File: src/rtl/mem_pkg.sv
`default_nettype none

// ==========================================================================
// Data bus and data RAM constants
// ==========================================================================

package mem_pkg;

	// Access width codes carried on the width field of a memory operation.
	localparam logic [1:0] width_byte = 2'd0;
	localparam logic [1:0] width_half = 2'd1;
	localparam logic [1:0] width_word = 2'd2;	// Code 3 is also treated as a word.

	// The RAM is word addressed, so the bus carries address bits [31:2].
	localparam int ram_addr_bits = 8;
	localparam int ram_words = 256;	// Anything at or above this index is an error.

endpackage

`default_nettype wire

File: src/rtl/isa_pkg.sv
`default_nettype none

// ==========================================================================
// Instruction encodings
// ==========================================================================

package isa_pkg;

	// Opcode lives in the top two bits of every instruction.
	localparam logic [1:0] op_nop = 2'b00;
	localparam logic [1:0] op_load = 2'b01;
	localparam logic [1:0] op_store = 2'b10;
	localparam logic [1:0] op_movi = 2'b11;

	localparam int num_regs = 16;
	localparam int reg_bits = 4;

	// An instruction word is read either as a memory operation or as a
	// move-immediate. The op field sits in the same place in both views.
	typedef union packed {
		struct packed {
			logic [1:0] op;
			logic [1:0] width;
			logic [3:0] rd;
			logic [23:0] addr;	// Byte address.
		} mem;
		struct packed {
			logic [1:0] op;
			logic [3:0] rd;
			logic [25:0] imm;
		} movi;
	} instr_u;

endpackage

`default_nettype wire

File: src/rtl/mem_stage.sv
`timescale 1ns/1ps
`default_nettype none

module mem_stage (
	input wire clk,
	input wire rst,
	input wire load,
	input wire store,
	input wire [31:0] addr,
	input wire [31:0] mdr,
	input wire [1:0] width,
	input wire [31:0] wr_val,
	input wire update_rd,
	input wire [isa_pkg::reg_bits-1:0] rd_sel,
	output logic [31:0] reg_wr_val,
	output logic update_rd_out,
	output logic [isa_pkg::reg_bits-1:0] rd_sel_out,
	output logic complete,
	output logic data_abort,
	// Data bus.
	output logic [29:0] d_addr,
	output logic [3:0] d_bytesel,
	output logic d_wr_en,
	output logic [31:0] d_wr_val,
	output logic d_access,
	input wire [31:0] d_data,
	input wire d_ack,
	input wire d_error
);

	logic [1:0] lane;
	logic [31:0] mem_rd_val;
	logic access_q;	// The bus has taken the current strobe.
	logic mem_update_rd;
	logic [isa_pkg::reg_bits-1:0] mem_rd;
	logic update_rd_bypass;
	logic [isa_pkg::reg_bits-1:0] rd_sel_bypass;
	logic [31:0] wr_val_bypass;

	assign lane = addr[1:0];
	assign d_addr = addr[31:2];
	assign d_wr_en = store;

	// The strobes are levels, but the bus sees one access per operation.
	assign d_access = (load | store) & ~access_q;

	assign complete = d_ack | d_error;
	assign data_abort = d_error;

	// ======================================================================
	// Result selection
	// ======================================================================

	assign reg_wr_val = complete ? mem_rd_val : wr_val_bypass;
	assign rd_sel_out = complete ? mem_rd : rd_sel_bypass;
	assign update_rd_out = (complete && !d_error) ? mem_update_rd : update_rd_bypass;

	always_ff @(posedge clk) begin
		if (rst) begin
			access_q <= 1'b0;
			mem_update_rd <= 1'b0;
			update_rd_bypass <= 1'b0;
		end else begin
			update_rd_bypass <= update_rd;

			if (complete) begin
				access_q <= 1'b0;
				mem_update_rd <= 1'b0;
			end else if (d_access) begin
				access_q <= 1'b1;
				mem_update_rd <= load;	// Stores write no register.
			end
		end
	end

	always_ff @(posedge clk) begin
		wr_val_bypass <= wr_val;
		rd_sel_bypass <= rd_sel;
		if (d_access && load)
			mem_rd <= rd_sel;
	end

	// ======================================================================
	// Byte lanes
	// ======================================================================

	// Write data is moved up onto its lanes, read data is moved down and
	// masked so that sub-word loads come back zero-extended.
	always_comb begin
		case (width)
		mem_pkg::width_byte: begin
			d_bytesel = 4'b0001 << lane;
			d_wr_val = mdr << {lane, 3'b000};
			mem_rd_val = (d_data >> {lane, 3'b000}) & 32'h0000_00ff;
		end
		mem_pkg::width_half: begin
			d_bytesel = 4'b0011 << {lane[1], 1'b0};
			d_wr_val = mdr << {lane[1], 4'b0000};
			mem_rd_val = (d_data >> {lane[1], 4'b0000}) & 32'h0000_ffff;
		end
		mem_pkg::width_word: begin
			d_bytesel = 4'b1111;
			d_wr_val = mdr;
			mem_rd_val = d_data;
		end
		default: begin
			d_bytesel = 4'b1111;
			d_wr_val = mdr;
			mem_rd_val = d_data;
		end
		endcase
	end

endmodule

`default_nettype wire

File: config.mk
export PLATFORM = sky130hd
export DESIGN_NAME = mem_stage
export DESIGN_NICKNAME = d
export VERILOG_FILES = /design/src/rtl/mem_pkg.sv /design/src/rtl/isa_pkg.sv /design/src/rtl/mem_stage.sv
export SDC_FILE = /design/constraint.sdc
export NUM_CORES = 1
export LEC_CHECK = 0
export BUFFER_PORTS_ARGS = -buffer_cell sky130_fd_sc_hd__buf_2
export CORE_AREA = 2 2 96 98
export CTS_CLUSTER_DIAMETER = 150
export DETAILED_ROUTE_END_ITERATION = 7
export DIE_AREA = 0 0 98 100
export PLACE_DENSITY = 0.87
export SYNTH_ARGS = -nofsm -noshare
export SYNTH_HDL_FRONTEND = slang
export SYNTH_SLANG_ARGS = --single-unit
File: constraint.sdc
create_clock -name clk -period 3.3 [get_ports clk]
set_clock_uncertainty 0.15 [all_clocks]
set_input_delay 0.33 -clock clk [delete_from_list [all_inputs] [get_ports clk]]
set_output_delay 0.33 -clock clk [all_outputs]
set_load 0.05 [all_outputs]
==> reports/results.ini <==
[worst_hold_path]
min_to=rd_sel_bypass[1]
hold_start=rd_sel[1]
min_path_type=primary input to register
hold_depth=1

[pwr]
ir_drop_v=0.0003113
p_seq_frac=0.329
p_sw_frac=0.4116
power_leakage_uw=0.002024
p_clk_frac=0.241
total_power_uw=1711
switchingPower_uw=704.4
p_int_uw=1007
comb_power_share=0.430
powerDensity_nw_per_um2=393.0

[clock_tree]
clk_path_buf_depth=2
cts_sinks=43
cts_setup_buffers=0
cts_max_level=2
clk_pin_slew_ns=0.08
ctsResizeCount=0
root_buffer=clkbuf_8
cts_tree=yes
insertion_delay_ns=0.29
numCtsBuffers=5

[final_layout]
final_cell_mix=187 x buf_2, 60 x nand2_1, 39 x dfxtp_1
final_area_um2=4354
syn_to_final_growth_pct=36.63
finish.utilization=0.4898
nets=713
antenna_cells=0
layout_commonest_cell=buf_2
drive_gt1_frac=0.3909

[yosys]
ys_types=37
syn_area_per_cell_um2=7.869
async_reset_ff_frac=0
ys_seq_area_frac=0.2827
synth_flop_cell=dfxtp_1
syn-num-nets=546
synth_area_um2=3187
netlist_instances=405
synth_edf_count=4
ys_seq_elements=43
synth_warnings=0

[sta]
drv_slew=0
tightest_slew_ns=0.6524
finalHoldViolCount=0
fmax_mhz=386.5
relSlewSlack=0.5648
fin_crit_sh=0.7841
grt_setup_unrepaired=no
finalSetupTns_ns=0
finalSetupViolations=0
period_needed_ns=2.588
finalHoldWorstSlack_ns=0.01410

[routing]
route.antenna.remaining_nets=0
wl_per_cell_um=16.87
via_per_inst=5.408
vias=3699
drc=0
dr.pass1.iters=4
first_iter_violations=98
wl_um=11540

[place]
place_area_um2=3891
hpwl_um=8543
gp_congestion=0.8109
port_buffers=187

[critical_path]
arrival_ns=2.11
crit_path_end_kind=output pin
path_class=primary input to output pin
timing.rr.end=mem_rd[1]
required_ns=2.82
timing.rr.start=access_q
r2r_setup_slack_ns=2.07
start_kind=primary input
worst-path-max-fanout=30
r2r_cells=1

[global_route]
gr-total-overflow=0
grt_pass1_vias=3512
grt_max_degree=49
grtUsageTotal=0.2225
antenna_found_initial=0
grt_pass1_wl_um=17750

[floorplanning]
rows=35
start_util=0.3585
design.portCount=248
die_area_um2=9800
fp.dieW_um=98
placeableCoreArea_um2=8890
die_y_um=100

[status]
status=finished, final reports clean

[flow_run]
cap_violations=0

-- worst max path at each step --
stage	start	endpoint	slack (ns)	depth (start not counted)
3_5_place_dp	width[0]	d_wr_val[1]	0.70	5
4_1_cts	width[0]	d_wr_val[1]	0.70	5
5_1_grt	width[0]	d_wr_val[1]	0.56	5
6_report	addr[0]	d_wr_val[8]	0.71	6
3_3_place_gp	width[0]	d_wr_val[19]	0.77	5
2_1_floorplan	width[1]	reg_wr_val[16]	0.89	5
-- synthesized netlist by cell type (2+ instances only) --
master	number	share of area
a22oi_1	8	0.019
a31oi_1	32	0.063
and2_1	8	0.016
and3b_1	8	0.022
buf_2	15	0.024
buf_4	36	0.085
buf_6	3	0.011
clkbuf_1	14	0.016
dfxtp_1	39	0.24
edfxtp_1	4	0.038
inv_1	2	0.0024
mux2_2	9	0.032
mux2i_1	8	0.025
nand2_1	60	0.071
nand2b_1	12	0.024
nand3b_1	16	0.038
nor2_1	19	0.022
nor2b_1	11	0.022
nor3_1	3	0.0047
nor4bb_1	8	0.025
o211ai_1	8	0.019
o21ai_0	25	0.039
o21ai_1	8	0.013
o221ai_1	8	0.022
o2bb2ai_1	8	0.022
or2_2	8	0.016
or3_1	8	0.016
or4b_1	8	0.025
-- power groups by stage --
stage               sequential [uW]  clock [uW]  combinational [uW]
finish                          563         413                 736
detailed placement              575           0                 701
global placement                574           0                 690
floorplan                       572           0                 599
global route                    566         439                 779
CTS                             563         421                 734
-- registers in the layout, summed over array words and instances, names as in the netlist --
name              flops
mem_update_rd         1
rd_sel_bypass         4
update_rd_bypass      1
access_q              1
mem_rd                4
wr_val_bypass        32
-- through the flow --
stage / cells / worst slack, ns
2_1_floorplan: 405 / 0.8869
3_3_place_gp: 641 / 0.7715
4_1_cts: 684 / 0.7027
5_1_grt: 684 / 0.5606
6_report: 684 / 0.7124
3_5_place_dp: 641 / 0.7036
-- routing by layer --
layer  up-vias  track usage  part of all wire
met1      1695       0.2468              0.37
met4         0       0.1207             0.049
met3        48      0.04109             0.085
li1       1754            -                 -
met5         -            0                 0
met2       202       0.4031              0.49
-- worst max-delay path, cell delays in order --
cell and delay, ns:
buf_2 0.39, nor3b_4 0.64, buf_4 0.25, nand3b_1 0.08, o211ai_1 0.10, buf_2 0.29
-- cell families (layout without fill, tap and decap cells) --
logic type | after synthesis | in the layout | synth area share
buffers and inverters | 71 | 239 | 0.1390
muxes | 17 | 17 | 0.05693
and+or+nand+nor | 173 | 173 | 0.3153
DFF | 43 | 43 | 0.2827
AOI/OAI and AO/OA | 101 | 101 | 0.2061
-- final cells by class --
class	instances	area [um^2]
Tap cell	111	138.9
Multi-Input combinational cell	291	1843
Clock inverter	3	43.79
Fill cell	850	4536
Sequential cell	43	900.9
Timing Repair Buffer	229	1351
Inverter	2	7.507
Clock buffer	5	68.82
-- what timing repair did --
action	CTS	global route
endpoints found under the hold margin	35	0
hold buffers	35	0
endpoints found under the setup margin	0	0
No activity file was read; power rests on OpenSTA's default activity.
