[config.mk]
export PLATFORM = sky130hd
export DESIGN_NAME = reg_writeback
export DESIGN_NICKNAME = d
export VERILOG_FILES = /design/src/rtl/isa_pkg.sv /design/src/rtl/reg_writeback.sv
export SDC_FILE = /design/constraint.sdc
export NUM_CORES = 1
export LEC_CHECK = 0
export BUFFER_PORTS_ARGS = -buffer_cell sky130_fd_sc_hd__clkbuf_2
export CORE_AREA = 2 2 259 261
export CTS_CLUSTER_SIZE = 20
export DETAILED_ROUTE_END_ITERATION = 6
export DIE_AREA = 0 0 261 263
export SLEW_MARGIN = 20
export SYNTH_ARGS = -nofsm -noshare
export SYNTH_HDL_FRONTEND = slang
export SYNTH_SLANG_ARGS = --single-unit
[constraint.sdc]
create_clock -name clk -period 3.38 [get_ports clk]
set_input_delay 0.507 -clock clk [delete_from_list [all_inputs] [get_ports clk]]
set_output_delay 0.507 -clock clk [all_outputs]
set_load 0.005 [all_outputs]
[src/rtl/isa_pkg.sv]
`default_nettype none

// ==========================================================================
// Instruction encodings
// ==========================================================================

package isa_pkg;

	// Opcode lives in the top two bits of every instruction.
	localparam logic [1:0] op_nop = 2'b00;
	localparam logic [1:0] op_load = 2'b01;
	localparam logic [1:0] op_store = 2'b10;
	localparam logic [1:0] op_movi = 2'b11;

	localparam int num_regs = 16;
	localparam int reg_bits = 4;

	// An instruction word is read either as a memory operation or as a
	// move-immediate. The op field sits in the same place in both views.
	typedef union packed {
		struct packed {
			logic [1:0] op;
			logic [1:0] width;
			logic [3:0] rd;
			logic [23:0] addr;	// Byte address.
		} mem;
		struct packed {
			logic [1:0] op;
			logic [3:0] rd;
			logic [25:0] imm;
		} movi;
	} instr_u;

endpackage

`default_nettype wire

[src/rtl/reg_writeback.sv]
`timescale 1ns/1ps
`default_nettype none

module reg_writeback (
	input wire clk,
	input wire rst,
	input wire update_rd_out,
	input wire [isa_pkg::reg_bits-1:0] rd_sel_out,
	input wire [31:0] reg_wr_val,
	input wire [isa_pkg::reg_bits-1:0] rf_rd_sel,
	output logic [31:0] rf_rd_val
);

	logic [31:0] regs [isa_pkg::num_regs];

	always_ff @(posedge clk) begin
		if (rst) begin
			for (int i = 0; i < isa_pkg::num_regs; i++)
				regs[i] <= 32'h0;
		end else if (update_rd_out) begin
			regs[rd_sel_out] <= reg_wr_val;
		end
	end

	assign rf_rd_val = regs[rf_rd_sel];	// Read port shows the old value during a write.

endmodule

`default_nettype wire

==> results of run 1 <==
==> layout by cell type, fill, tap and decap left out, drive strengths merged <==
| master | n |
|---|---|
| nor3 | 4 |
| nor2b | 2 |
| mux4 | 128 |
| clkbuf | 143 |
| and2 | 513 |
| nand4b | 1 |
| edfxtp | 512 |
| nor2 | 13 |
| or2 | 16 |
| nand2 | 33 |
| buf | 70 |
| a22oi | 64 |
| diode | 1 |
| clkinv | 24 |
| nand2b | 2 |
| nand4bb | 2 |
| or4b | 1 |
==> worst max-delay path, cell delays in order <==
cell      delay, ps
clkbuf_8        330
buf_4           340
mux4_2          540
a22oi_1         240
nand2_1         140
clkbuf_2        140
==> logic make-up (layout without fill, tap and decap cells) <==
group / after synthesis / in the layout / share of synthesized area
compound gates: 64 / 64 / 0.0210
buf+inv: 125 / 237 / 0.0220
flops: 512 / 512 / 0.672
mux: 128 / 128 / 0.126
other cells: 0 / 1 / 0
simple gates: 587 / 587 / 0.159
==> stage by stage <==
step	utilization	setup slack, ps	hold slack [ps]
6_report	0.401	593	375
2_1_floorplan	-	1140	705
4_1_cts	0.401	575	353
3_5_place_dp	0.377	578	991
3_3_place_gp	0.377	567	988
5_1_grt	0.401	496	392
==> area by class of cell <==
cell class / count / area share
Sequential cell: 512 / 0.585
Multi-Input combinational cell: 779 / 0.271
Clock buffer: 70 / 0.0537
Timing Repair Buffer: 143 / 0.0453
Tap cell: 864 / 0.0411
Clock inverter: 24 / 0.00409
Antenna cell: 1 / 0.0000952
==> how the worst max path moves through the flow <==
stage	end	slack, ps
after floorplan	rf_rd_val[11]	1140
after global placement	rf_rd_val[12]	570
after detailed placement	rf_rd_val[12]	580
after CTS	rf_rd_val[12]	570
after global routing	rf_rd_val[1]	500
final	rf_rd_val[0]	590
==> Yosys cell counts <==
library cell / instances
nor2_1: 10
a22oi_1: 64
nor3_2: 1
buf_4: 2
buf_2: 16
clkbuf_1: 97
nand4b_1: 1
and2_2: 32
nand2b_1: 2
nand2_1: 33
nor3_4: 1
edfxtp_1: 512
and2_1: 481
nor2_4: 3
clkbuf_2: 6
or2_2: 16
nor3_1: 2
or4b_4: 1
nand4bb_1: 2
buf_1: 4
mux4_2: 128
nor2b_1: 2
==> power by group through the flow <==
stage / clock [mW] / sequential [mW] / combinational (mW)
finish: 5.27 / 7.44 / 1.11
CTS: 5.37 / 7.44 / 1.13
detailed placement: 0 / 7.57 / 1.12
global route: 5.62 / 7.46 / 1.18
global placement: 0 / 7.55 / 1.11
floorplan: 0 / 7.52 / 0.625
==> routing by layer <==
metal  routed length, um  vias up  track usage
met5                  11        -            0
met3                4120       63       0.0244
met4                 903        2       0.0389
met2               30400      425        0.302
met1               26100     6579        0.254
li1                    -     5396            -
==> impl_metrics.json, run 1 <==
{
  "grt_overflow": 0,
  "design_area_um2": 26300,
  "max_slew.worst_pin.slew_ps": 716,
  "arrival_ps": 2280,
  "drtPass1Iterations": 5,
  "yosysSeqAreaShare": 0.672,
  "core_um2": 65600,
  "ys_top_cells_by_area": "edfxtp_1 67%, and2_1 13%, mux4_2 13%",
  "avgSynthCellArea_um2": 16.2,
  "rsz0062_at_grt": "no",
  "netlist_instances": 1416,
  "syn_nets": 1459,
  "startpoint": "rf_rd_sel[0]",
  "synth_area_um2": 22900,
  "setup_violations": 0,
  "hp-start": "reg_wr_val[14]",
  "synth_largest_area_cell": "edfxtp_1",
  "fill_cells": 6025,
  "numCtsBuffers": 53,
  "htreeDepth": 2,
  "die_w_um": 261,
  "netlist.area_leader.share": 0.672,
  "cp.required_ps": 2870,
  "regArea_um2": 15400,
  "routed_wl_mm": 61.6,
  "cts_tree": "yes",
  "ctsResizeCount": 0,
  "fin_cells": 2393,
  "placed_cells": 2298,
  "seqPwrFrac": 0.539,
  "cts_setup_buffers": 0,
  "fp.dieH_um": 263,
  "fmax_mhz": 359,
  "power.share.clock": 0.381,
  "vias": 12500,
  "ys_ff_latch": 512,
  "die_area_um2": 68600,
  "port_buffers": 74,
  "synth_warnings": 0,
  "powerDensity_nw_per_um2": 525,
  "end_kind": "primary output",
  "ios": 75,
  "status": "complete, no violations",
  "reg_top3": "regs x512",
  "grt_pass1_vias": 13000,
  "grt_start_max_net_pins": 33,
  "layout.nets": 1532,
  "slew_violations": 0,
  "clockBufferDepth": 3,
  "wl_per_cell_um": 25.7,
  "postCtsHoldBufs": 0,
  "ir_worst_vdd_mv": 0.341,
  "switching_share": 0.224,
  "grt_usage": 0.181,
  "finalHoldViolations": 0,
  "setup_tns_ps": 0,
  "cts_num_sinks": 512,
  "regMostFlops": "regs",
  "worstSetupPathType": "in2out",
  "hold_path_class": "in2reg",
  "worstHoldEndpoint": "regs[15][14]",
  "intPower_mw": 10.7,
  "drc": 0,
  "switching_power_mw": 3.10,
  "dpl.hpwl_mm": 35.1,
  "finalPower_mw": 13.8,
  "rows": 94,
  "path_max_fanout": 25,
  "antenna_found_initial": 2,
  "drtIter0Drc": 1470,
  "fin_crit_sh": 0.824,
  "area_growth_syn_to_layout_pct": 14.8,
  "maxSlewHeadroom": 0.522,
  "multi_input_area_um2": 7120,
  "combPwrFrac": 0.080,
  "yosys.cell_types.count": 22,
  "cts-root-buf": "clkbuf_16",
  "drive_above_1_share": 0.261,
  "static-leakage-power_nw": 9.14,
  "drt.antenna.violating_nets": 0,
  "routabilityCongestion": 0.744,
  "cap_violations": 0,
  "placed_area_um2": 24800,
  "clkTransAtPathRegs_ps": 60,
  "grt_pass1_wl_mm": 90.0,
  "min_path_cells": 2,
  "cp-start-kind": "input pin",
  "fin_crit_ps": 2790,
  "largest_reg_flops": 512,
  "viasPerCell": 5.21,
  "initial_core_util": 0.349
}
Power figures use the tool's default switching activity.
==> inputs of run 2 (changes only) <==
- clock period: 3.38 -> 2.86 ns (I/O delays scaled with it)
==> impl_metrics.json, run 2 (synthesis gave the netlist of run 1 again) <==
{
  "status": "complete, no violations",
  "cp-start-kind": "flop",
  "reg_top3": "regs x512",
  "crit_family": "multiplexers",
  "static-leakage-power_nw": 9.24,
  "cts_num_sinks": 512,
  "end_kind": "primary output",
  "htreeDepth": 2,
  "largest_reg_flops": 512,
  "grt_overflow": 0,
  "dpl.hpwl_mm": 34.6,
  "fp.dieH_um": 263,
  "rsz0062_at_grt": "no",
  "seqPwrFrac": 0.517,
  "powerDensity_nw_per_um2": 642,
  "wl_per_cell_um": 25.2,
  "ir_worst_vdd_mv": 0.456,
  "combPwrFrac": 0.077,
  "routabilityCongestion": 0.738,
  "power.share.clock": 0.406,
  "worstSetupPathType": "reg2out",
  "numCtsBuffers": 54,
  "timing.final.ws_setup_ps": 253,
  "hold_path_class": "in2reg",
  "final_common_cell": "edfxtp_1",
  "timing.critical_path.buf_inv": 1,
  "cap_violations": 0,
  "rows": 94,
  "routed_wl_mm": 60.5,
  "vias": 12500,
  "clkTransAtPathRegs_ps": 60,
  "ios": 75,
  "die_area_um2": 68600,
  "crit_chain": "mux4_2 -> a22oi_1 -> nand2_1 -> clkbuf_2",
  "maxSlewHeadroom": 0.458,
  "arrival_ps": 2180,
  "area_growth_syn_to_layout_pct": 15.5,
  "final_cell_mix": "512 x edfxtp_1, 480 x and2_1, 128 x mux4_2",
  "switching_share": 0.223,
  "antenna_found_initial": 3,
  "dp_slack_ps": 257,
  "grt_pass1_vias": 12900,
  "num_antenna_cells": 0,
  "placed_area_um2": 24700,
  "core_um2": 65600,
  "layout.nets": 1535,
  "drtPass1Iterations": 5,
  "ctsResizeCount": 0,
  "port_buffers": 74,
  "postCtsHoldBufs": 0,
  "slew_violations": 0,
  "fin_crit_sh": 0.912,
  "regMostFlops": "regs",
  "grt_usage": 0.177,
  "switching_power_mw": 3.78,
  "drt.antenna.violating_nets": 0,
  "intPower_mw": 13.2,
  "cts-root-buf": "clkbuf_16",
  "grt_start_max_net_pins": 33,
  "cts_setup_buffers": 0,
  "drtIter0Drc": 1156,
  "die_w_um": 261,
  "initial_core_util": 0.349,
  "finalPower_mw": 17.0,
  "fmax_mhz": 384,
  "drc": 0,
  "worst_path_max_delay_cell": "mux4_2",
  "setup_tns_ps": 0,
  "clockBufferDepth": 3,
  "viasPerCell": 5.22,
  "setup_violations": 0,
  "drive_above_1_share": 0.271,
  "grt_pass1_wl_mm": 88.7,
  "path_max_fanout": 1,
  "finalHoldViolations": 0,
  "cp.required_ps": 2430,
  "max_slew.worst_pin.slew_ps": 813,
  "cts_tree": "yes",
  "cpPeakStageDelay_ps": 470,
  "design_area_um2": 26500,
  "fin_crit_ps": 2610
}
run 2: cell count changes in the layout (fill, tap and decap cells not counted), sizes merged:
cell      change
buf           +2
bufinv        +5
clkbuf        -4
clkinv        +1
clkinvlp      +1
diode         -1
inv           +3
run 2: worst paths after layout:
path,from,to,cells past startpoint
hold / removal,reg_wr_val[20],regs[8][20],2
setup / recovery,regs[11][18],rf_rd_val[18],4
run 2: power groups by stage:
stage / sequential (mW) / combinational [mW] / clock [mW]
2_1_floorplan: 8.89 / 0.739 / 0
6_report: 8.78 / 1.30 / 6.89
3_3_place_gp: 8.92 / 1.31 / 0
5_1_grt: 8.81 / 1.39 / 7.29
4_1_cts: 8.78 / 1.32 / 7.02
3_5_place_dp: 8.94 / 1.32 / 0
run 2: cell type report:
cell class,count,area (um^2)
repair buffers,145,1160
flip-flops and latches,512,15400
clock buffers,66,1420
fillers,5941,39200
multi-input cells,779,7120
well taps,864,1080
clock inverters,34,302
run 2: layer usage:
metal,global-route usage,vias up,routed length [um]
li1,-,5403,-
met1,0.237,6595,25100
met2,0.297,423,30100
met3,0.0343,96,3940
met4,0.0451,2,1380
met5,0,-,8
run 2: stage by stage:
stage                      util  cells  hold WS, ps
after global routing      0.403   2400          310
after floorplan               -   1416          627
after CTS                 0.403   2400          273
after global placement    0.377   2300          901
final                     0.403   2400          299
after detailed placement  0.377   2300          919
==> inputs of run 3 (changes only) <==
- REMOVE_ABC_BUFFERS: unset -> 1
==> impl_metrics.json, run 3 (synthesis gave the netlist of run 1 again) <==
{
  "slew_violations": 0,
  "intPower_mw": 13.0,
  "fmax_mhz": 393,
  "ios": 75,
  "static-leakage-power_nw": 9.22,
  "cts_num_sinks": 512,
  "fin_crit_sh": 0.890,
  "cap_violations": 0,
  "final_cell_mix": "512 x edfxtp_1, 480 x and2_1, 128 x mux4_2",
  "maxSlewHeadroom": 0.607,
  "crit_family": "buffers and inverters",
  "worstSetupPathType": "in2out",
  "grt_overflow": 0,
  "clockBufferDepth": 3,
  "drc": 0,
  "drive_above_1_share": 0.274,
  "status": "complete, no violations",
  "ir_worst_vdd_mv": 0.475,
  "largest_reg_flops": 512,
  "vias": 12500,
  "arrival_ps": 2120,
  "cts-root-buf": "clkbuf_16",
  "ctsResizeCount": 0,
  "finalHoldViolations": 0,
  "setup_tns_ps": 0,
  "cp.required_ps": 2430,
  "grt_usage": 0.182,
  "viasPerCell": 5.22,
  "htreeDepth": 2,
  "regMostFlops": "regs",
  "cts_tree": "yes",
  "rsz0062_at_grt": "no",
  "hold_path_class": "in2reg",
  "fin_cells": 2399,
  "cpPeakStageDelay_ps": 510,
  "switching_share": 0.226,
  "fp.dieH_um": 263,
  "layout.nets": 1533,
  "cts_setup_buffers": 0,
  "timing.critical_path.buf_inv": 4,
  "area_growth_syn_to_layout_pct": 15.6,
  "grt_start_max_net_pins": 38,
  "routed_wl_mm": 61.5,
  "worst_path_max_delay_cell": "mux4_2",
  "rows": 94,
  "crit_chain": "clkbuf_8 -> buf_12 -> buf_12 -> mux4_2 -> a22oi_1 -> nand2_1 -> clkbuf_2",
  "die_w_um": 261,
  "port_buffers": 74,
  "dpl.hpwl_mm": 33.9,
  "combPwrFrac": 0.078,
  "wl_per_cell_um": 25.6,
  "final_common_cell": "edfxtp_1",
  "drtIter0Drc": 1169,
  "die_area_um2": 68600,
  "postCtsHoldBufs": 0,
  "antenna_found_initial": 3,
  "fin_crit_ps": 2550,
  "end_kind": "primary output",
  "reg_top3": "regs x512",
  "cp-start-kind": "input pin",
  "routabilityCongestion": 0.741,
  "grt_pass1_wl_mm": 90.0,
  "crit_path_frequent_cell": "buf_12",
  "max_slew.worst_pin.slew_ps": 590,
  "drt.antenna.violating_nets": 0,
  "numCtsBuffers": 53,
  "core_um2": 65600,
  "power.share.clock": 0.399,
  "seqPwrFrac": 0.523,
  "powerDensity_nw_per_um2": 634,
  "grt_pass1_vias": 13100,
  "setup_violations": 0,
  "switching_power_mw": 3.79,
  "initial_core_util": 0.349,
  "clkTransAtPathRegs_ps": 60,
  "path_max_fanout": 19,
  "drtPass1Iterations": 5,
  "placed_cells": 2299
}
-- run 3: cell count changes in the layout (fill, tap and decap cells not counted), moves of 3 or more --
cell and change:
buf_12 +5, buf_4 -6, clkinvlp_4 +4, clkbuf_1 -6, clkinv_2 +3
-- run 3: path summary, 6_finish.rpt --
path,depth (start not counted),startpoint,endpoint,slack [ps]
setup / recovery,7,rf_rd_sel[0],rf_rd_val[24],310
hold / removal,2,reg_wr_val[15],regs[1][15],290
-- run 3: area by class of cell --
class,instances,area (um^2)
Antenna cell,2,5.00
Clock buffer,60,1400
Clock inverter,38,272
Fill cell,5997,39200
Multi-Input combinational cell,779,7120
Sequential cell,512,15400
Tap cell,864,1080
Timing Repair Buffer,144,1210
-- run 3: power by group through the flow --
stage,combinational (mW),sequential [mW],clock (mW)
global route,1.39,8.81,7.13
global placement,1.32,8.92,0
finish,1.30,8.78,6.70
floorplan,0.618,8.89,0
CTS,1.33,8.78,6.82
detailed placement,1.32,8.94,0
-- run 3: stage by stage --
step	setup slack (ps)	hold WS, ps	cell area, um^2	power, mW	util
after floorplan	69.6	627	22400	9.51	-
after global placement	347	898	24800	10.2	0.378
after detailed placement	303	904	24800	10.3	0.378
after CTS	290	255	26500	16.9	0.403
after global routing	208	295	26500	17.3	0.403
final	314	290	26500	16.8	0.403
-- run 3: routing by layer --
layer	GRT usage	wire [um]
met4	0.0522	1650
met5	0	13
met1	0.248	26100
met2	0.294	29800
met3	0.0364	3850
