$ cat src/rtl/isa_pkg.sv
`default_nettype none

// ==========================================================================
// Instruction encodings
// ==========================================================================

package isa_pkg;

	// Opcode lives in the top two bits of every instruction.
	localparam logic [1:0] op_nop = 2'b00;
	localparam logic [1:0] op_load = 2'b01;
	localparam logic [1:0] op_store = 2'b10;
	localparam logic [1:0] op_movi = 2'b11;

	localparam int num_regs = 16;
	localparam int reg_bits = 4;

	// An instruction word is read either as a memory operation or as a
	// move-immediate. The op field sits in the same place in both views.
	typedef union packed {
		struct packed {
			logic [1:0] op;
			logic [1:0] width;
			logic [3:0] rd;
			logic [23:0] addr;	// Byte address.
		} mem;
		struct packed {
			logic [1:0] op;
			logic [3:0] rd;
			logic [25:0] imm;
		} movi;
	} instr_u;

endpackage

`default_nettype wire

$ cat src/rtl/op_issue.sv
`timescale 1ns/1ps
`default_nettype none

module op_issue (
	input wire clk,
	input wire rst,
	input wire [31:0] instr,
	input wire instr_valid,
	input wire [31:0] store_data,
	input wire complete,
	output logic ready,
	output logic load,
	output logic store,
	output logic [31:0] addr,
	output logic [31:0] mdr,
	output logic [1:0] width,
	output logic [isa_pkg::reg_bits-1:0] rd_sel,
	output logic update_rd,
	output logic [31:0] wr_val
);

	isa_pkg::instr_u in_word;
	isa_pkg::instr_u cur;	// The accepted instruction.
	logic accept;

	assign in_word = instr;
	assign accept = instr_valid & ready;

	// A move-immediate holds off the next instruction for one cycle only.
	assign ready = ~(load | store | update_rd);

	always_ff @(posedge clk) begin
		if (accept) begin
			cur <= in_word;
			mdr <= store_data;
		end
	end

	always_ff @(posedge clk) begin
		if (rst) begin
			load <= 1'b0;
			store <= 1'b0;
			update_rd <= 1'b0;
		end else begin
			update_rd <= accept && in_word.movi.op == isa_pkg::op_movi;

			// The strobes are held until the bus reports ack or error.
			if (accept) begin
				load <= in_word.mem.op == isa_pkg::op_load;
				store <= in_word.mem.op == isa_pkg::op_store;
			end else if (complete) begin
				load <= 1'b0;
				store <= 1'b0;
			end
		end
	end

	assign addr = {8'b0, cur.mem.addr};
	assign width = cur.mem.width;
	assign wr_val = {6'b0, cur.movi.imm};

	// The destination field is in a different place in the two formats.
	always_comb begin
		if (cur.movi.op == isa_pkg::op_movi)
			rd_sel = cur.movi.rd;
		else
			rd_sel = cur.mem.rd;
	end

endmodule

`default_nettype wire

$ cat config.mk
export PLATFORM = sky130hd
export DESIGN_NAME = op_issue
export DESIGN_NICKNAME = d
export VERILOG_FILES = /design/src/rtl/isa_pkg.sv /design/src/rtl/op_issue.sv
export SDC_FILE = /design/constraint.sdc
export NUM_CORES = 1
export LEC_CHECK = 0
export BUFFER_PORTS_ARGS = -buffer_cell sky130_fd_sc_hd__buf_2
export CAP_MARGIN = 15
export CORE_MARGIN = 2
export CORE_UTILIZATION = 37
export CTS_CLUSTER_SIZE = 30
export DETAILED_ROUTE_END_ITERATION = 6
export PLACE_DENSITY = 0.73
export SLEW_MARGIN = 20
export SYNTH_ARGS = -nofsm -noshare
export SYNTH_HDL_FRONTEND = slang
export SYNTH_SLANG_ARGS = --single-unit
$ cat constraint.sdc
create_clock -name clk -period 3.05 [get_ports clk]
set_input_delay 0.4575 -clock clk [delete_from_list [all_inputs] [get_ports clk]]
set_output_delay 0.4575 -clock clk [all_outputs]
set_load 0.02 [all_outputs]
==> metrics.csv, run 1 <==
metric,value,unit
drv_cap,0,
synth-seq-cells,67,
fin_crit_sh,0.594,
std_cell_rows,30,
yosysWarnings,0,
post-cts-setup-buffers,0,
firstDrtPassIters,4,
cts_sinks,67,
clkLatencyLatePin,0.33,ns
drive_above_1_share,0.678,
cts_hold_buf,0,
synthToLayoutAreaGrowth,28.1,%
drt_iter0_drc,26,
path_clk_slew,0.08,ns
port_buffers,159,
ir_drop,0.389,mV
netlist.area_leader.share,0.738,
netlist_instances,147,
cts_buffer_depth,2,
routedWlPerCell,12.1,µm
skew,0.0101,ns
worst-path-max-fanout,4,
multi_input_area,174,µm²
total_power,2.28,mW
ant_nets,0,
layout_commonest_cell,buf_2,
grt_first_pass_wirelength,6200,µm
powerDensity,683,nW/µm²
vias_per_cell,3.93,
core_area,6790,µm²
dieHeight,87.9,µm
reg2reg_to,cur[22]$_DFFE_PP_,
grt_max_degree,68,
cp-start-kind,flop,
start_util,0.383,
regToRegSetupSlack,1.36,ns
postSynthAreaPerCell,17.7,µm²
max_freq,552,MHz
die_area,7720,µm²
post-route-min-period,1.81,ns
cts_tree,built,
critPathRequiredTime,2.59,ns
drt_drc_violations_left,0,
r2r-start,update_rd$_SDFF_PP0_,
worst-endpoint-arrival,1.36,ns
io-pin-count,174,
report.final.slew_viol_count,0,
synth.distinct_cells,13,
worst_pin_slew,0.811,ns
setup_viol_count_final,0,
antenna_found_initial,1,
numCtsBuffers,9,
synth_area_leader_cell,edfxtp_1,
regArea,1980,µm²
crit_type,flop to output pin,
power_leakage,1.49,nW
crit_path_end_kind,output pin,
synth.area.top_cells,"edfxtp_1 74%, buf_4 19%, dfxtp_1 2.3%, mux2_2 1.7%, nor4b_4 0.91%",
syn-cell-area,2600,µm²
nets,333,
maxSlewHeadroom,0.460,
holdPathStages,1,
status,"complete, no violations",
cts_resized,0,
cts_max_level,3,
fin_setup_tns,0,ns
die-width,87.9,µm
final_cell_mix,"159 x buf_2, 64 x edfxtp_1, 14 x conb_1",
min_path_type,input pin to flop,
ys_seq_area_frac,0.762,
hold_path.startpoint,store_data[6],
vias,1443,
rsz0062_at_grt,false,
dp_hpwl,3330,µm
hold-path-endpoint,mdr[6]$_DFFE_PP_,
grt.overflow.total,0,
drt-total-wl,4430,µm
grt_use_total,0.112,
cts-root-buf,clkbuf_8,
gp_congestion,0.669,
hold_viol,0,
worstRegToRegCells,2,
fillers,618,
first_global_vias,1385,
-- logic make-up (layout without fill, tap and decap cells) --
group	count (synthesis)	count (layout)	share of synthesized area
DFF	67	67	0.762
buffers and inverters	66	176	0.190
and+or+nand+nor	7	7	0.0221
muxes	4	4	0.0173
AOI/OAI and AO/OA	2	2	0.00721
other	1	15	0.00144
-- metal layers --
metal / share of wire / GRT usage
met1: 0.38 / 0.121
met2: 0.49 / 0.174
met5: 0 / 0
met3: 0.11 / 0.0547
met4: 0.019 / 0.0713
-- worst max-delay path: stages, from the launching register on --
cell	delay, ns
edfxtp_1	0.36
nand2_1	0.16
mux2_2	0.35
buf_2	0.16
-- power breakdown --
group,internal [mW],switching (mW)
logic,0.0932,0.192
clock network,0.567,0.321
registers,1.08,0.0197
total,1.74,0.533
-- layout make-up --
class | instances | area share
sequential | 67 | 0.595
timing repair buffer | 160 | 0.241
tap | 96 | 0.0360
antenna | 1 | 0.000750
multi-input combinational | 27 | 0.0522
clock inverter | 6 | 0.0338
clock buffer | 10 | 0.0413
-- synthesized netlist by cell type (all sizes together) --
library cell	instances
a22o	1
a32o	1
and4b	1
buf	66
conb	1
dfxtp	3
edfxtp	64
mux2	4
nand2	1
nor2	2
nor3	1
nor3b	1
nor4b	1
-- sequential cells by signal, summed over array words and instances (netlist names) --
| signal | flops |
|---|---|
| store | 1 |
| mdr | 32 |
| cur | 32 |
| update_rd | 1 |
| load | 1 |
-- through the flow --
stage	hold slack [ns]	utilization	setup slack, ns	cell area, µm²	instances
global placement	0.510	0.454	1.29	3080	350
floorplan	0.556	-	-0.00640	2650	160
finish	0.294	0.491	1.24	3330	367
global route	0.268	0.490	1.13	3330	366
CTS	0.272	0.490	1.21	3330	366
detailed placement	0.527	0.454	1.25	3080	350
-- how the worst max path moves through the flow --
stage,cells after the start,end,start
floorplan,2,update_rd$_SDFF_PP0_,instr_valid
global placement,3,cur[10]$_DFFE_PP_,instr_valid
detailed placement,3,mdr[20]$_DFFE_PP_,instr_valid
CTS,3,rd_sel[0],cur[31]$_DFFE_PP_
global route,3,rd_sel[0],cur[31]$_DFFE_PP_
finish,3,rd_sel[0],cur[31]$_DFFE_PP_
Note: power is estimated with default switching activity, not from simulation.
==> run 2, diff against run 1 <==
--- a/config.mk
+++ b/config.mk
@@ -5,13 +5,14 @@
 export SDC_FILE = /design/constraint.sdc
 export NUM_CORES = 1
 export LEC_CHECK = 0
+export ABC_AREA = 1
 export BUFFER_PORTS_ARGS = -buffer_cell sky130_fd_sc_hd__buf_2
 export CAP_MARGIN = 15
 export CORE_MARGIN = 2
-export CORE_UTILIZATION = 37
+export CORE_UTILIZATION = 38
 export CTS_CLUSTER_SIZE = 30
 export DETAILED_ROUTE_END_ITERATION = 6
-export PLACE_DENSITY = 0.73
+export PLACE_DENSITY = 0.75
 export SLEW_MARGIN = 20
 export SYNTH_ARGS = -nofsm -noshare
 export SYNTH_HDL_FRONTEND = slang
==> constraint.sdc (replaced) <==
create_clock -name clk -period 1.57 [get_ports clk]
set_input_delay 0.2355 -clock clk [delete_from_list [all_inputs] [get_ports clk]]
set_output_delay 0.2355 -clock clk [all_outputs]
set_load 0.02 [all_outputs]
==> run 2 against run 1 <==
  * Largest power group unchanged
  * Critical path type unchanged
  * Sequential power is 96% higher
  * Setup slack worse by 1.1 ns
  * Combinational power grew 120%
  * Design area grew 0.26%
  * Area after synthesis rose by 0.72%
  * Sequential share of layout area is 0.11 points higher
  * Critical path depth up 1
  * Utilization is 0.68 points higher
  * Global-route usage grew 1.6 points
  * Routed wire length rose by 9.3%
  * Clock power is 59% higher
  * Highest routed layer unchanged
==> metrics.csv, run 2 <==
metric,value,unit,change
critPathRequiredTime,1.33,ns,was 2.59 ns
std_cell_rows,30,,unchanged
diodes,0,,was 1
fin_setup_tns,0,ns,unchanged
min_path_type,input pin to flop,,unchanged
firstDrtPassIters,4,,unchanged
cts_tree,built,,unchanged
worstRegToRegCells,4,,was 2
port_buffers,159,,unchanged
fin_util,0.498,,was 0.491
vias_per_cell,4.17,,was 3.93
synthToLayoutAreaGrowth,27.5,%,was 28.1%
synth_top_family_by_area,buffers and inverters,,unchanged
start_util,0.390,,was 0.383
synth.distinct_cells,14,,was 13
io-pin-count,174,,unchanged
nets,352,,was 333
numCtsBuffers,9,,unchanged
drt-total-wl,4850,µm,was 4430 µm
netlist_top_cells_count,"66 x buf_4, 64 x edfxtp_1, 8 x inv_1",,"was 66 x buf_4, 64 x edfxtp_1, 4 x mux2_2"
cts_sinks,67,,unchanged
antenna_found_initial,0,,was 1
gp_congestion,0.672,,was 0.669
cts_max_level,3,,unchanged
cp_top_family,flip-flops,,unchanged
crit_type,flop to output pin,,unchanged
cts_buffer_depth,2,,unchanged
drt_drc_violations_left,0,,unchanged
yosysWarnings,0,,unchanged
cp-start-kind,flop,,unchanged
r2r-start,store$_SDFFE_PP0P_,,was update_rd$_SDFF_PP0_
report.final.slew_viol_count,0,,unchanged
ys.flop_type,edfxtp_1,,unchanged
synth.area.top_cells,"edfxtp_1 73%, buf_4 19%, dfxtp_1 2.3%, inv_1 1.1%, nand2_1 1.0%",,"was edfxtp_1 74%, buf_4 19%, dfxtp_1 2.3%, mux2_2 1.7%, nor4b_4 0.91%"
ir_drop,0.653,mV,was 0.389 mV
hold_path.startpoint,store_data[27],,was store_data[6]
max_freq,702,MHz,
synth_xor_area_frac,0,,unchanged
hold-path-endpoint,mdr[27]$_DFFE_PP_,,was mdr[6]$_DFFE_PP_
synth_edf_count,64,,unchanged
ys_seq_area_frac,0.756,,was 0.762
path_buf_inv,1,,unchanged
async_flop_share,0,,unchanged
dieHeight,87.1,µm,was 87.9 µm
path_clk_slew,0.08,ns,about the same
cts_hold_buf,0,,unchanged
skew,0.0110,ns,was 0.0101 ns
synth-adder-area-share,0,,unchanged
crit_path_end_kind,output pin,,unchanged
path_cells,nand2_2 -> nand2_1 -> o21ai_0 -> buf_2,,was nand2_1 -> mux2_2 -> buf_2
worst_slack,0.146,ns,was 1.24 ns
regArea,1990,µm²,was 1980 µm²
yosysMostFrequentCell,buf_4,,unchanged
postSynthAreaPerCell,15.9,µm²,was 17.7 µm²
netlist.area_leader.share,0.733,,was 0.738
status,"complete, no violations",,unchanged
fin_crit_sh,0.907,,
die_area,7580,µm²,was 7720 µm²
setup_viol_count_final,0,,unchanged
worst-path-max-fanout,8,,was 4
cts-root-buf,clkbuf_8,,unchanged
synth_compound_area_frac,0.0124,,was 0.00721
max_stage_delay,0.39,ns,was 0.36 ns
rsz0062_at_grt,false,,unchanged
drt_iter0_drc,70,,was 26
fillers,598,,was 618
grt_use_total,0.128,,was 0.112
dp_hpwl,3730,µm,was 3330 µm
multi_input_area,178,µm²,was 174 µm²
layout_commonest_cell,buf_2,,unchanged
routedWlPerCell,13.1,µm,was 12.1 µm
holdPathStages,1,,unchanged
clkLatencyLatePin,0.33,ns,about the same
syn-cell-area,2620,µm²,was 2600 µm²
grt_max_degree,36,,was 68
hold_viol,0,,unchanged
worst-endpoint-arrival,1.19,ns,was 1.36 ns
powerDensity,1260,nW/µm²,was 683 nW/µm²
synthSimpleGateAreaFrac,0.0296,,was 0.0221
synth-seq-cells,67,,unchanged
power_leakage,1.51,nW,was 1.49 nW
grt_first_pass_wirelength,7090,µm,was 6200 µm
regToRegSetupSlack,0.33,ns,was 1.36 ns
reg2reg_to,mdr[29]$_DFFE_PP_,,was cur[22]$_DFFE_PP_
final_cell_mix,"159 x buf_2, 64 x edfxtp_1, 14 x conb_1",,unchanged
core_area,6720,µm²,was 6790 µm²
netlist_instances,165,,was 147
largestRegisters,"cur x32, mdr x32",,unchanged
post-route-min-period,1.42,ns,
pre_cts_slack,0.328,ns,was 1.25 ns
yosys-mux-area-fraction,0,,was 0.0173
die-width,87.1,µm,was 87.9 µm
drv_cap,0,,unchanged
drive_above_1_share,0.640,,was 0.678
first_global_vias,1489,,"was 1,385"
grt.overflow.total,0,,unchanged
crit_slowest_cell,edfxtp_1,,unchanged
vias,1539,,"was 1,443"
synth_area_leader_cell,edfxtp_1,,unchanged
ant_nets,0,,unchanged
[run 2: cell count changes after synthesis, moves of 2 or more]
cell	delta
nand2_1	+6
o21ai_0	+2
a21oi_1	+3
inv_1	+8
mux2_2	-4
nor2_1	+3
[run 2: cell families (layout without fill, tap and decap cells)]
logic type,after synthesis,after routing
and+or+nand+nor,17,17
other,1,14
AOI/OAI and AO/OA,6,6
buffers and inverters,74,185
DFF,67,67
[run 2: layout make-up]
| class | count | area share |
|---|---|---|
| flip-flops and latches | 67 | 0.596 |
| repair buffers | 161 | 0.250 |
| multi-input cells | 37 | 0.0531 |
| clock buffers | 9 | 0.0371 |
| well taps | 80 | 0.0299 |
| clock inverters | 7 | 0.0228 |
| inverters | 8 | 0.0109 |
[run 2: worst max-delay path by stage]
stage	startpoint	end	slack, ns	cells past startpoint
after global routing	cur[30]$_DFFE_PP_	rd_sel[0]	0.03	4
after CTS	cur[30]$_DFFE_PP_	rd_sel[0]	0.05	4
after detailed placement	store$_SDFFE_PP0P_	cur[20]$_DFFE_PP_	0.33	4
final	cur[30]$_DFFE_PP_	rd_sel[0]	0.15	4
after floorplan	update_rd$_SDFF_PP0_	cur[0]$_DFFE_PP_	-0.25	3
after global placement	store$_SDFFE_PP0P_	mdr[29]$_DFFE_PP_	0.36	4
[run 2: report_power, final]
| group | total, mW | internal, mW | switching [mW] | leakage (nW) |
|---|---|---|---|---|
| clock network | 1.41 | 0.740 | 0.670 | 0.0958 |
| registers | 2.16 | 2.12 | 0.0451 | 0.641 |
| logic | 0.625 | 0.207 | 0.419 | 0.775 |
| total | 4.20 | 3.06 | 1.13 | 1.51 |
[run 2: layer usage]
metal  share of wire  vias up  track usage
met5               0        -            0
met4           0.012        0       0.0511
met3            0.12        6       0.0673
met2            0.52      105        0.214
met1            0.35      703        0.136
li1                -      725            -
[run 2: what timing repair did]
action | 4_1_cts | 5_1_grt
buffers inserted | 0 | 0
setup endpoints to repair | 0 | 4
gates resized for setup | 0 | 1
[run 2: per-stage QoR]
step	instance area, µm²	std cells	power (mW)	hold WS (ns)
final	3340	369	4.20	0.0692
after global routing	3340	369	4.39	0.0363
after CTS	3340	369	4.25	0.0486
after detailed placement	3140	353	2.83	0.414
after global placement	3140	353	2.82	0.411
after floorplan	2700	178	2.70	0.295
==> run 3, diff against run 2 <==
--- a/config.mk
+++ b/config.mk
@@ -13,7 +13,7 @@
 export CTS_CLUSTER_SIZE = 30
 export DETAILED_ROUTE_END_ITERATION = 6
 export PLACE_DENSITY = 0.75
-export SLEW_MARGIN = 20
+export REMOVE_ABC_BUFFERS = 1
 export SYNTH_ARGS = -nofsm -noshare
 export SYNTH_HDL_FRONTEND = slang
 export SYNTH_SLANG_ARGS = --single-unit
==> run 3 against run 2 <==
  * Critical path depth did not move
  * Clock power rose by 11%
  * Die area did not move
  * Design area rose by 0.11%
  * Count of clock-buffer cells in the layout did not move
  * Final cell count did not move
  * Sequential power barely moved
  * Critical endpoint is now rd_sel[2]
  * Routed wire length rose by 3.1%
  * Via count fell by 1.0%
  * Highest routed layer unchanged
  * Fmax fell by 0.49%
  * Largest cell class unchanged
  * Utilization rose by 0.056 points
==> metrics.csv, run 3 (same netlist as run 2, synthesis figures left out) <==
metric,value,unit,change
dr_wl_met2,2630,µm,was 2520 µm
drt_drc_violations_left,0,,unchanged
fin_crit_sh,0.912,,was 0.907
powerDensity,1300,nW/µm²,was 1260 nW/µm²
drive_above_1_share,0.630,,was 0.640
diodes,0,,unchanged
crit_path_end_kind,output pin,,unchanged
layout_commonest_cell,buf_2,,unchanged
drt-met1-wl,1720,µm,was 1690 µm
combPwrFrac,0.144,,was 0.149
gp_congestion,0.688,,was 0.672
worst_slack,0.139,ns,was 0.146 ns
instances_no_fill,369,,unchanged
vias_per_cell,4.13,,was 4.17
largestRegisters,"cur x32, mdr x32",,unchanged
cts_tree,built,,unchanged
firstDrtPassIters,4,,unchanged
cts-root-buf,clkbuf_8,,unchanged
worst-endpoint-arrival,1.20,ns,was 1.19 ns
rsz0062_at_grt,false,,unchanged
drt_iter0_drc,39,,was 70
crit_type,flop to output pin,,unchanged
p_switching,1.13,mW,about the same
hold_viol,0,,unchanged
worst-path-max-fanout,8,,unchanged
final_cell_mix,"158 x buf_2, 64 x edfxtp_1, 14 x conb_1",,"was 159 x buf_2, 64 x edfxtp_1, 14 x conb_1"
power_leakage,1.53,nW,was 1.51 nW
skew,0.0102,ns,was 0.0110 ns
drv_cap,0,,unchanged
sw_frac_of_total,0.259,,was 0.270
nets,352,,unchanged
postPlaceCellArea,3110,µm²,was 3140 µm²
drt-total-wl,4990,µm,was 4850 µm
grt.overflow.total,0,,unchanged
antenna_found_initial,1,,was 0
fillers,588,,was 598
die_area,7580,µm²,unchanged
placedCellCount,353,,unchanged
die-width,87.1,µm,unchanged
clkLatencyLatePin,0.34,ns,was 0.33 ns
grt_max_degree,34,,was 36
dp_hpwl,3900,µm,was 3730 µm
first_global_vias,1447,,"was 1,489"
cp_top_family,flip-flops,,unchanged
path_clk_slew,0.08,ns,about the same
top_layer,met4,,unchanged
pre_cts_slack,0.334,ns,was 0.328 ns
report.final.slew_viol_count,0,,unchanged
std_cell_rows,30,,unchanged
total_power,4.36,mW,was 4.20 mW
path_buf_inv,1,,unchanged
io-pin-count,174,,unchanged
start_util,0.390,,unchanged
intPower,3.23,mW,was 3.06 mW
dieHeight,87.1,µm,unchanged
fin_util,0.498,,about the same
ir_drop,0.516,mV,was 0.653 mV
setup_viol_count_final,0,,unchanged
crit_slowest_cell,edfxtp_1,,unchanged
grt_first_pass_wirelength,6970,µm,was 7090 µm
ant_nets,0,,unchanged
synthToLayoutAreaGrowth,27.7,%,was 27.5%
power_frac_seq,0.496,,was 0.515
max_freq,699,MHz,was 702 MHz
min_path_type,input pin to flop,,unchanged
path_cells,nand2_4 -> nor2_1 -> a21oi_2 -> buf_4,,was nand2_2 -> nand2_1 -> o21ai_0 -> buf_2
wl_met3,610,µm,was 576 µm
whs,0.0667,ns,was 0.0692 ns
port_buffers,159,,unchanged
pwr-share-clk,0.359,,was 0.336
post-route-min-period,1.43,ns,was 1.42 ns
critPathRequiredTime,1.33,ns,about the same
grt_use_total,0.128,,about the same
max_stage_delay,0.42,ns,was 0.39 ns
cts_buffer_depth,2,,unchanged
cp-start-kind,flop,,unchanged
status,"complete, no violations",,unchanged
vias,1523,,"was 1,539"
cts_sinks,67,,unchanged
core_area,6720,µm²,unchanged
cts_max_level,3,,unchanged
postLayoutCellArea,3350,µm²,was 3340 µm²
fin_setup_tns,0,ns,unchanged
numCtsBuffers,9,,unchanged
routedWlPerCell,13.5,µm,was 13.1 µm
[run 3: layer usage]
| layer | up-vias | global-route usage |
|---|---|---|
| met3 | 4 | 0.0739 |
| met1 | 697 | 0.127 |
| met5 | - | 0 |
| li1 | 722 | - |
| met4 | 0 | 0.0469 |
| met2 | 100 | 0.221 |
[run 3: power groups by stage]
| stage | logic (mW) | registers, mW | clock network [mW] |
|---|---|---|---|
| after floorplan | 0.122 | 2.42 | 0 |
| after global placement | 0.622 | 2.20 | 0 |
| after detailed placement | 0.631 | 2.20 | 0 |
| after CTS | 0.631 | 2.16 | 1.61 |
| after global routing | 0.676 | 2.18 | 1.67 |
| final | 0.628 | 2.16 | 1.57 |
[run 3: layout make-up]
| type | instances | area, µm² | share of cell area |
|---|---|---|---|
| Clock buffer | 9 | 124 | 0.0370 |
| Clock inverter | 7 | 98.8 | 0.0295 |
| Inverter | 8 | 30.0 | 0.00897 |
| Multi-Input combinational cell | 37 | 174 | 0.0520 |
| Sequential cell | 67 | 1980 | 0.592 |
| Tap cell | 80 | 100 | 0.0299 |
| Timing Repair Buffer | 161 | 838 | 0.250 |
[run 3: repair_timing]
action	4_1_cts	5_1_grt
endpoints found under the setup margin	0	4
hold buffers	0	0
resized for setup	0	4
setup buffers	0	0
[run 3: final timing paths]
kind	cells after the start	from	slack, ns	to
max	4	cur[30]$_DFFE_PP_	0.14	rd_sel[2]
min	1	store_data[29]	0.07	mdr[29]$_DFFE_PP_
max reg2reg	4	store$_SDFFE_PP0P_	0.33	mdr[17]$_DFFE_PP_
min reg2reg	2	load$_SDFFE_PP0P_	0.51	load$_SDFFE_PP0P_
[run 3: worst register-to-register path, cell delays in order, from the launching register on]
cell and delay [ns]:
dfxtp_1 0.34, nor2_2 0.14, nand3_2 0.11, inv_2 0.12, buf_12 0.21
